[src/verilog/life_pkg.sv]
////////////////////////////////////////////////////////////////////////////
// row engine sizes, generation count and read pipeline depth
// row, address and neighbor count types with the life rule counts
////////////////////////////////////////////////////////////////////////////
package life_pkg;

	////////////////////////////////////////////////////////////////////////////
	// engine sizes
	////////////////////////////////////////////////////////////////////////////

	localparam int ROW_WIDTH    = 64;                  // cells per row
	localparam int MEM_DEPTH    = 32;                  // rows held in the row ram
	localparam int ADDR_BITS    = $clog2(MEM_DEPTH);   // 5 for 32 rows
	localparam int NUM_GENS     = 2;                   // generation stages per pass

	// edges from address sample to row capture
	// one for the address reg, one for the output reg
	localparam int READ_LATENCY = 2;

	////////////////////////////////////////////////////////////////////////////
	// types
	////////////////////////////////////////////////////////////////////////////

	typedef logic [ROW_WIDTH-1:0] row_t;     // one bit per cell, bit 0 is column 0
	typedef logic [ADDR_BITS-1:0] addr_t;    // row address
	typedef logic [1:0]           col_count_t; // live cells in a 3-high column, 0..3
	typedef logic [3:0]           nbr_count_t; // live cells in 3x3 incl center, 0..9

	////////////////////////////////////////////////////////////////////////////
	// life rule on the 3x3 sum
	////////////////////////////////////////////////////////////////////////////

	// center counted in the sum, so
	// 3 -> alive whatever the center was (birth or 2 neighbors + self)
	// 4 -> alive only if center alive (3 neighbors + self)
	localparam nbr_count_t BIRTH_COUNT   = 4'd3;
	localparam nbr_count_t SURVIVE_COUNT = 4'd4;

endpackage

[src/verilog/life_row_ram.sv]
////////////////////////////////////////////////////////////////////////////
// two-port row memory, registered address, write port and read data
// write data select between init rows and the final generation
////////////////////////////////////////////////////////////////////////////
`timescale 1ns/1ns

module life_row_ram (
	input  logic            clk,
	input  logic            reset,
	input  life_pkg::addr_t raddr,      // sampled with sh or ld
	input  life_pkg::addr_t waddr,      // sampled with we
	input  logic            we,
	input  logic            init,       // selects init_data over result
	input  life_pkg::row_t  init_data,
	input  life_pkg::row_t  result,     // last generation stage output
	output life_pkg::row_t  rdata
);
	import life_pkg::*;

	row_t  mem [MEM_DEPTH];   // row storage, contents undefined after reset

	addr_t raddr_q;           // read address reg
	addr_t waddr_q;           // write address reg
	logic  we_q;              // write enable reg
	row_t  wdata_q;           // selected write data

	////////////////////////////////////////////////////////////////////////////
	// input registers
	////////////////////////////////////////////////////////////////////////////

	// registered write enable
	always_ff @(posedge clk) begin
		if (reset) begin
			we_q <= 1'b0;
		end else begin
			we_q <= we;
		end
	end

	// read and write address regs, write data select
	always_ff @(posedge clk) begin
		raddr_q <= raddr;
		waddr_q <= waddr;
		wdata_q <= init ? init_data : result;   // init rows win when init is up
	end

	////////////////////////////////////////////////////////////////////////////
	// array and output register
	////////////////////////////////////////////////////////////////////////////

	// write lands one edge after we was sampled
	always_ff @(posedge clk) begin
		if (we_q) begin
			mem[waddr_q] <= wdata_q;
		end
	end

	// read of registered address, registered out
	// a write at the same edge is seen from the next read on
	always_ff @(posedge clk) begin
		rdata <= mem[raddr_q];
	end

endmodule

[src/verilog/life_read_align.sv]
////////////////////////////////////////////////////////////////////////////
// sh and ld delay lines matched to the row ram read latency
// dout snapshot register
////////////////////////////////////////////////////////////////////////////
`timescale 1ns/1ns

module life_read_align (
	input  logic           clk,
	input  logic           reset,
	input  logic           sh,         // shift strobe from host
	input  logic           ld,         // load strobe from host
	input  life_pkg::row_t rdata,      // row ram read data
	output logic           shift_en,   // global window shift enable
	output life_pkg::row_t dout        // last loaded row
);
	import life_pkg::*;

	logic [READ_LATENCY-1:0] sh_del;   // bit 0 is the newest strobe
	logic [READ_LATENCY-1:0] ld_del;

	////////////////////////////////////////////////////////////////////////////
	// strobe delay lines
	////////////////////////////////////////////////////////////////////////////

	// one bit per strobe in flight, so back to back strobes each get a slot
	always_ff @(posedge clk) begin
		if (reset) begin
			sh_del <= '0;
			ld_del <= '0;
		end else begin
			sh_del <= {sh_del[READ_LATENCY-2:0], sh};
			ld_del <= {ld_del[READ_LATENCY-2:0], ld};
		end
	end

	assign shift_en = sh_del[READ_LATENCY-1];   // rdata now holds the sh row

	////////////////////////////////////////////////////////////////////////////
	// dout snapshot
	////////////////////////////////////////////////////////////////////////////

	always_ff @(posedge clk) begin
		if (reset) begin
			dout <= '0;
		end else if (ld_del[READ_LATENCY-1]) begin
			dout <= rdata;   // hold until the next ld comes out of the line
		end
	end

endmodule

[src/verilog/life_gen_stage.sv]
////////////////////////////////////////////////////////////////////////////
// one life generation over a three row window, horizontal wrap
// column sums, 3x3 sums, rule and the result row register
////////////////////////////////////////////////////////////////////////////
`timescale 1ns/1ns

module life_gen_stage (
	input  logic           clk,
	input  logic           reset,
	input  logic           shift_en,   // aligned shift from life_read_align
	input  life_pkg::row_t row_in,     // ram row or previous stage result
	output life_pkg::row_t result      // next generation of the middle row
);
	import life_pkg::*;

	row_t       top_row;               // oldest row in the window
	row_t       mid_row;               // row being evolved
	row_t       bot_row;               // newest row
	col_count_t col_cnt [ROW_WIDTH];   // per column, top + mid + bot
	nbr_count_t nbr_cnt [ROW_WIDTH];   // per cell, left + own + right columns
	row_t       next_row;              // rule output, comb

	////////////////////////////////////////////////////////////////////////////
	// neighbor counting
	////////////////////////////////////////////////////////////////////////////

	// vertical tally, shared by three cells in the row
	always_comb begin
		for (int c = 0; c < ROW_WIDTH; c++) begin
			col_cnt[c] = {1'b0, top_row[c]} + {1'b0, mid_row[c]} + {1'b0, bot_row[c]};
		end
	end

	// horizontal sum of three column tallies
	always_comb begin
		int lft;
		int rgt;
		for (int c = 0; c < ROW_WIDTH; c++) begin
			lft = (c == 0) ? ROW_WIDTH - 1 : c - 1;   // column 0 sees the last one
			rgt = (c == ROW_WIDTH - 1) ? 0 : c + 1;   // and the last sees column 0
			nbr_cnt[c] = {2'b00, col_cnt[lft]}
				+ {2'b00, col_cnt[c]}
				+ {2'b00, col_cnt[rgt]};
		end
	end

	////////////////////////////////////////////////////////////////////////////
	// rule
	////////////////////////////////////////////////////////////////////////////

	// count includes the center cell itself
	always_comb begin
		for (int c = 0; c < ROW_WIDTH; c++) begin
			next_row[c] = (nbr_cnt[c] == BIRTH_COUNT)
				|| ((nbr_cnt[c] == SURVIVE_COUNT) && mid_row[c]);
		end
	end

	////////////////////////////////////////////////////////////////////////////
	// window shift and result register
	////////////////////////////////////////////////////////////////////////////

	// result takes the rule on the window before this shift
	always_ff @(posedge clk) begin
		if (reset) begin
			top_row <= '0;
			mid_row <= '0;
			bot_row <= '0;
			result  <= '0;
		end else if (shift_en) begin
			result  <= next_row;
			top_row <= mid_row;   // window moves down one row
			mid_row <= bot_row;
			bot_row <= row_in;
		end
	end

endmodule

[src/verilog/life_row_engine.sv]
////////////////////////////////////////////////////////////////////////////
// linear row at a time life engine, top level
// row ram, strobe aligner and the chain of generation stages
////////////////////////////////////////////////////////////////////////////
`timescale 1ns/1ns

module life_row_engine (
	input  logic            clk,
	input  logic            reset,
	input  life_pkg::addr_t raddr,      // row for sh or ld, host picks vertical order
	input  life_pkg::addr_t waddr,      // row for we
	input  logic            we,         // write back or init write
	input  logic            sh,         // push row raddr into the stage chain
	input  logic            ld,         // snapshot row raddr onto dout
	input  logic            init,       // write init_data instead of the result
	input  life_pkg::row_t  init_data,
	output life_pkg::row_t  dout
);
	import life_pkg::*;

	row_t rdata;                   // ram read data, two edges after raddr
	logic shift_en;                // delayed sh, same for every stage
	row_t stage_row [NUM_GENS];    // stage inputs
	row_t stage_res [NUM_GENS];    // stage results

	////////////////////////////////////////////////////////////////////////////
	// row memory and read alignment
	////////////////////////////////////////////////////////////////////////////

	life_row_ram u_ram (
		.clk       (clk),
		.reset     (reset),
		.raddr     (raddr),
		.waddr     (waddr),
		.we        (we),
		.init      (init),
		.init_data (init_data),
		.result    (stage_res[NUM_GENS-1]),   // write back of the last generation
		.rdata     (rdata)
	);

	life_read_align u_align (
		.clk      (clk),
		.reset    (reset),
		.sh       (sh),
		.ld       (ld),
		.rdata    (rdata),
		.shift_en (shift_en),
		.dout     (dout)
	);

	////////////////////////////////////////////////////////////////////////////
	// generation chain
	////////////////////////////////////////////////////////////////////////////

	for (genvar g = 0; g < NUM_GENS; g++) begin : gen_stage
		if (g == 0) begin : gen_first
			assign stage_row[g] = rdata;              // first stage fed from ram
		end else begin : gen_next
			assign stage_row[g] = stage_res[g-1];     // later ones from the stage before
		end

		life_gen_stage u_stage (
			.clk      (clk),
			.reset    (reset),
			.shift_en (shift_en),
			.row_in   (stage_row[g]),
			.result   (stage_res[g])
		);
	end

endmodule

[config.mk]
export PLATFORM = sky130hd
export DESIGN_NAME = life_row_engine
export DESIGN_NICKNAME = d
export VERILOG_FILES = /design/src/verilog/life_pkg.sv /design/src/verilog/life_row_ram.sv /design/src/verilog/life_read_align.sv /design/src/verilog/life_gen_stage.sv /design/src/verilog/life_row_engine.sv
export SDC_FILE = /design/constraint.sdc
export NUM_CORES = 2
export LEC_CHECK = 0
export BUFFER_PORTS_ARGS = -buffer_cell sky130_fd_sc_hd__buf_2
export CORE_ASPECT_RATIO = 1.2
export CORE_UTILIZATION = 50
export CTS_CLUSTER_SIZE = 25
export DETAILED_ROUTE_END_ITERATION = 8
export GPL_ROUTABILITY_DRIVEN = 1
export GPL_TIMING_DRIVEN = 0
export PLACE_DENSITY = 0.66
export REMOVE_ABC_BUFFERS = 1
export SYNTH_ARGS = -nofsm -noshare
export SYNTH_HDL_FRONTEND = slang
export SYNTH_HIERARCHICAL = 1
export SYNTH_SLANG_ARGS = --single-unit
[constraint.sdc]
create_clock -name clk -period 4.8 [get_ports clk]
set_input_delay 0.24 -clock clk [delete_from_list [all_inputs] [get_ports clk]]
set_output_delay 0.24 -clock clk [all_outputs]
set_load 0.02 [all_outputs]
* Word-level counts from Yosys, hierarchy flattened
Memories as Yosys holds them, arrays and structs flattened. A register that Yosys moved wholly into a read port is not among the register bits. Index checks and enable logic that the tools add are counted.
Storage, ports and cells: register bits 655, latch bits 0, bits in writable memories 2048, ROM bits 0, input bits 80, output and inout port bits 64, word-level logic and storage cells 1043, memories kept 1
Operators by class: add/subtract/negate cells 512, multiply operators 0, divide/modulo/power cells 0, order comparisons 0, equal/unequal tests 256, shift operators 0, muxes and demuxes 3, bitwise gates (word level) 0, reductions and logical operators 256
Memories:
- u_ram.mem | depth 32, width 64, rd ports 1, clocked after Yosys merged registers in 1, wr ports 1, RTL line life_row_ram.sv:20 | row_t mem [MEM_DEPTH];
Operators with widths (count):
- $add A4 B2 Y4 | 128
- $eq A4 B2 Y1 const B | 128
- $eq A4 B3 Y1 const B | 128
- $add A2 B2 Y3 | 128
- $add A1 B1 Y2 | 128
- $add A2 B1 Y2 | 128
- $logic_and A1 B1 Y1 | 128
- $logic_or A1 B1 Y1 | 128
- $mux W64 | 1
- $mux W1 | 2

* Longest topological paths before layout
depth after elaboration 7, mapped depth 12

* Hierarchy
Netlist, hierarchy kept.
Modules (own cells, without submodules):
- life_row_ram | instances 1, cells each 3247, area each 81220.4 µm²
- life_gen_stage at gen_stage[0].u_stage | instances 1, cells each 1893, area each 18697.9 µm²
- life_gen_stage at gen_stage[1].u_stage | instances 1, cells each 1893, area each 18670.4 µm²
- life_read_align | instances 1, cells each 215, area each 2403.6 µm²

* Worst setup path after synthesis
No wires, ideal clock.
path kind register to register, from register u_ram.we_q, to memory u_ram/mem[28][0] (netlist name), enable pin, setup time 487 ps, arrival time 3659 ps, slack 654 ps, cell stages (with the launch flop) 4, path buffers 1, cell sequence dfxtp_1 or3b_2 clkbuf_1 nor2_1
Between the ends: longest elaborated chain between the ends 2
RTL lines:
- from (decl) | RTL line life_row_ram.sv:24 | logic we_q;
- from (signal assigned) | RTL line life_row_ram.sv:36 | we_q <= we;
- $mux W1 | RTL line life_row_ram.sv:53 | if (we_q) begin
- $mux W1 (implied by the code) | RTL line life_row_ram.sv:54 | mem[waddr_q] <= wdata_q;
- to (decl) | RTL line life_row_ram.sv:20
No other way between the ends.

==> flow_metrics.tcl <==
set metrics [dict create \
    hpwl_um 182000 \
    htreeDepth 5 \
    first_pass_iters 9 \
    cp_top_family "buffers and inverters" \
    synth-main-ff-cell "edfxtp_1" \
    clockBufferDepth 4 \
    cp.required_ns 5.49 \
    final_net_count 7981 \
    setup_tns_ns 0 \
    dieArea_um2 244000 \
    critical-path-max-stage-delay_ns 0.57 \
    skew_ns 0.0412 \
    clk-insertion-delay-late_ns 0.86 \
    grt_pass1_vias 65300 \
    cts_buffers 281 \
    ys_warn_count 6 \
    p_leak_nw 45.6 \
    gp_congestion 0.744 \
    maxCapViolCount 0 \
    ys_types 45 \
    crit_fanout 60 \
    grt_max_degree 135 \
    ant_nets 0 \
    dr.first_iter.drc_count 6136 \
    final.setup.worst_slack_ns 1.19 \
    hold_viol_final 0 \
    synth_common_cells "edfxtp_1, dfxtp_1, nor2_1" \
    drc_errors 5 \
    cts_root_buf "clkbuf_16" \
    cts_tree "yes" \
    path_cells "buf_16 -> buf_16 -> buf_16 -> buf_16 -> buf_16 -> buf_16 -> buf_16 -> mux2i_1 -> nor2_1" \
    die-width_um 451 \
    path_buf_inv 7 \
    avgSynthCellArea_um2 16.7 \
    max_freq_mhz 277 \
    nFillCells 17900 \
    viasPerCell 5.80 \
    layout_min_cycle_time_ns 3.61 \
    post_cts_resized 0 \
    coreArea_um2 240000 \
    synth_cells 7248 \
    synthArstFlopShare_pct 0 \
    min_period_over_period_pct 75.2 \
    violations "DRC" \
    drive_above_1_share_pct 21.5 \
    yosysTopAreaCell "edfxtp_1" \
    drt-total-wl_um 281000 \
    critical_path_class "reg -> reg" \
    synth_top_area_share_pct 50.8 \
    rows 197 \
    hp-class "in -> reg" \
    cp-end-kind "flip-flop" \
    reg2reg_setup_slack_ns 1.19 \
    synthTopCellsByArea "edfxtp_1, dfxtp_1, mux4_2, mux2i_1, ha_1" \
    wl_per_cell_um 25.7 \
    cpMostUsedCell "buf_16" \
    synth_edf_count 2048 \
    max_slew_margin_pct 25.6 \
    p_per_area_nw_per_um2 372 \
    slew_viol_final 0 \
    ys_seq_elements 2767 \
    status "finished, violations left" \
    io_buffer_count 143 \
    cp_slowest_cell "dfxtp_4" \
    grt_usage_pct 23.0 \
    synth_most_common_cell "edfxtp_1" \
    grt.overflow.total 0 \
    rsz0062_at_grt "false" \
    netlist_area_um2 121000 \
    crit_path_start_kind "flip-flop" \
    die_h_um 541 \
    worstMarginPinSlew_ns 1.12 \
    initial_utilization_pct 50.3 \
    areaGrowthSynthToFinish_pct 13.7 \
    finalSetupViolations 0 \
    num_io_pins 144 \
    vdd_ir_drop_max_mv 0.266 \
    vias 63300 \
    arrival_ns 4.30 \
    antenna_found_initial 7 \
    clock_sinks 2767 \
    synth_seq_area_share_pct 62.7 \
    grt_pass1_wl_um 417000 \
    clk_pin_slew_worst_paths_ns 0.06 \
    place_ws_ns 1.08 \
]
==> per-layer routing <==
layer,part of all wire (%),global-route usage (%)
met1,42,32.2
met2,49,38.0
met3,6.5,3.04
met4,2.4,6.04
met5,0.0025,0
==> area by class of cell <==
type                    count  area [µm²]  area share [%]
inverters                 513        1930            1.40
multi-input cells        3533       40700            29.6
flip-flops and latches   2767       75900            55.2
clock buffers             364        7630            5.55
clock inverters           143        1550            1.12
repair buffers            413        5900            4.29
diodes                      1        2.50         0.00182
well taps                3184        3980            2.90
==> what timing repair did <==
action / CTS / global route
buffers inserted: 0 / 0
endpoints found under the hold margin: 107 / 0
setup endpoints to repair: 0 / 0
hold buffers: 87 / 0
==> cells by family (layout without fill, tap and decap cells) <==
family | after synthesis | in the layout | synth area share (%)
mux | 1349 | 1349 | 17.7
fa+ha+maj | 510 | 510 | 5.82
flops | 2767 | 2767 | 62.7
xor+xnor | 318 | 318 | 3.69
buf+inv | 948 | 1433 | 3.86
other cells | 0 | 1 | 0
simple gates | 924 | 924 | 3.34
compound gates | 432 | 432 | 2.91
==> placed cells by master (no fill, tap or decap), types with 32 or more instances in the layout <==
master / Yosys / final
inv_1: 512 / 512
nand2_1: 140 / 140
nand3b_1: 127 / 127
mux2i_1: 488 / 488
clkbuf_16: 0 / 290
buf_12: 0 / 99
ha_1: 264 / 264
clkinv_2: 0 / 37
dlygate4sd3_1: 0 / 87
xnor3_1: 122 / 122
nor2_1: 619 / 586
xor2_1: 64 / 64
nor2_4: 0 / 32
dfxtp_1: 719 / 712
fa_1: 128 / 128
mux2_1: 111 / 111
buf_16: 0 / 84
a21o_1: 112 / 112
clkbuf_1: 160 / 64
mux4_2: 600 / 600
buf_2: 113 / 141
o21ai_0: 126 / 126
maj3_1: 118 / 118
edfxtp_1: 2048 / 2048
mux2_2: 141 / 141
a211oi_2: 120 / 120
xnor2_1: 132 / 132
==> stage by stage <==
| stage | std cells | power (mW) | hold slack (ns) | cell area (µm²) | utilization (%) |
|---|---|---|---|---|---|
| 2_1_floorplan | 6813 | 29.5 | 0.268 | 118000 | - |
| 3_3_place_gp | 10100 | 31.0 | 0.346 | 123000 | 51.2 |
| 3_5_place_dp | 10300 | 29.6 | 0.344 | 128000 | 53.1 |
| 4_1_cts | 10900 | 51.6 | 0.00326 | 138000 | 57.3 |
| 5_1_grt | 10900 | 52.7 | 0.0418 | 138000 | 57.3 |
| 6_report | 10900 | 51.2 | 0.0546 | 138000 | 57.3 |
==> worst paths after layout <==
check | from | endpoint | cells after the start
worst max-delay path | u_align/sh_del[1] | gen_stage[1].u_stage/top_row[1] | 9
worst min-delay path | raddr[4] | u_ram/raddr_q[4] | 2
worst max register to register | u_align/sh_del[1] | gen_stage[1].u_stage/top_row[1] | 9
worst min register to register | u_align/ld_del[0] | u_align/ld_del[1] | 1
==> state kept, by name, indices dropped and copies added (netlist names) <==
name                       cells
gen_stage.u_stage/bot_row    128
gen_stage.u_stage/top_row    128
gen_stage.u_stage/result     128
u_ram/rdata                   64
u_ram/raddr_q                  5
u_align/sh_del                 2
u_ram/wdata_q                 64
u_align/dout                  64
u_ram/waddr_q                  5
u_ram/we_q                     1
gen_stage.u_stage/mid_row    128
u_align/ld_del                 2
u_ram/mem                   2048
==> report_power, final <==
| group | total, mW | internal (mW) | switching [mW] |
|---|---|---|---|
| logic | 2.44 | 1.26 | 1.19 |
| registers | 26.7 | 26.1 | 0.602 |
| clock network | 22.0 | 12.7 | 9.28 |
Power figures use the tool's default switching activity.
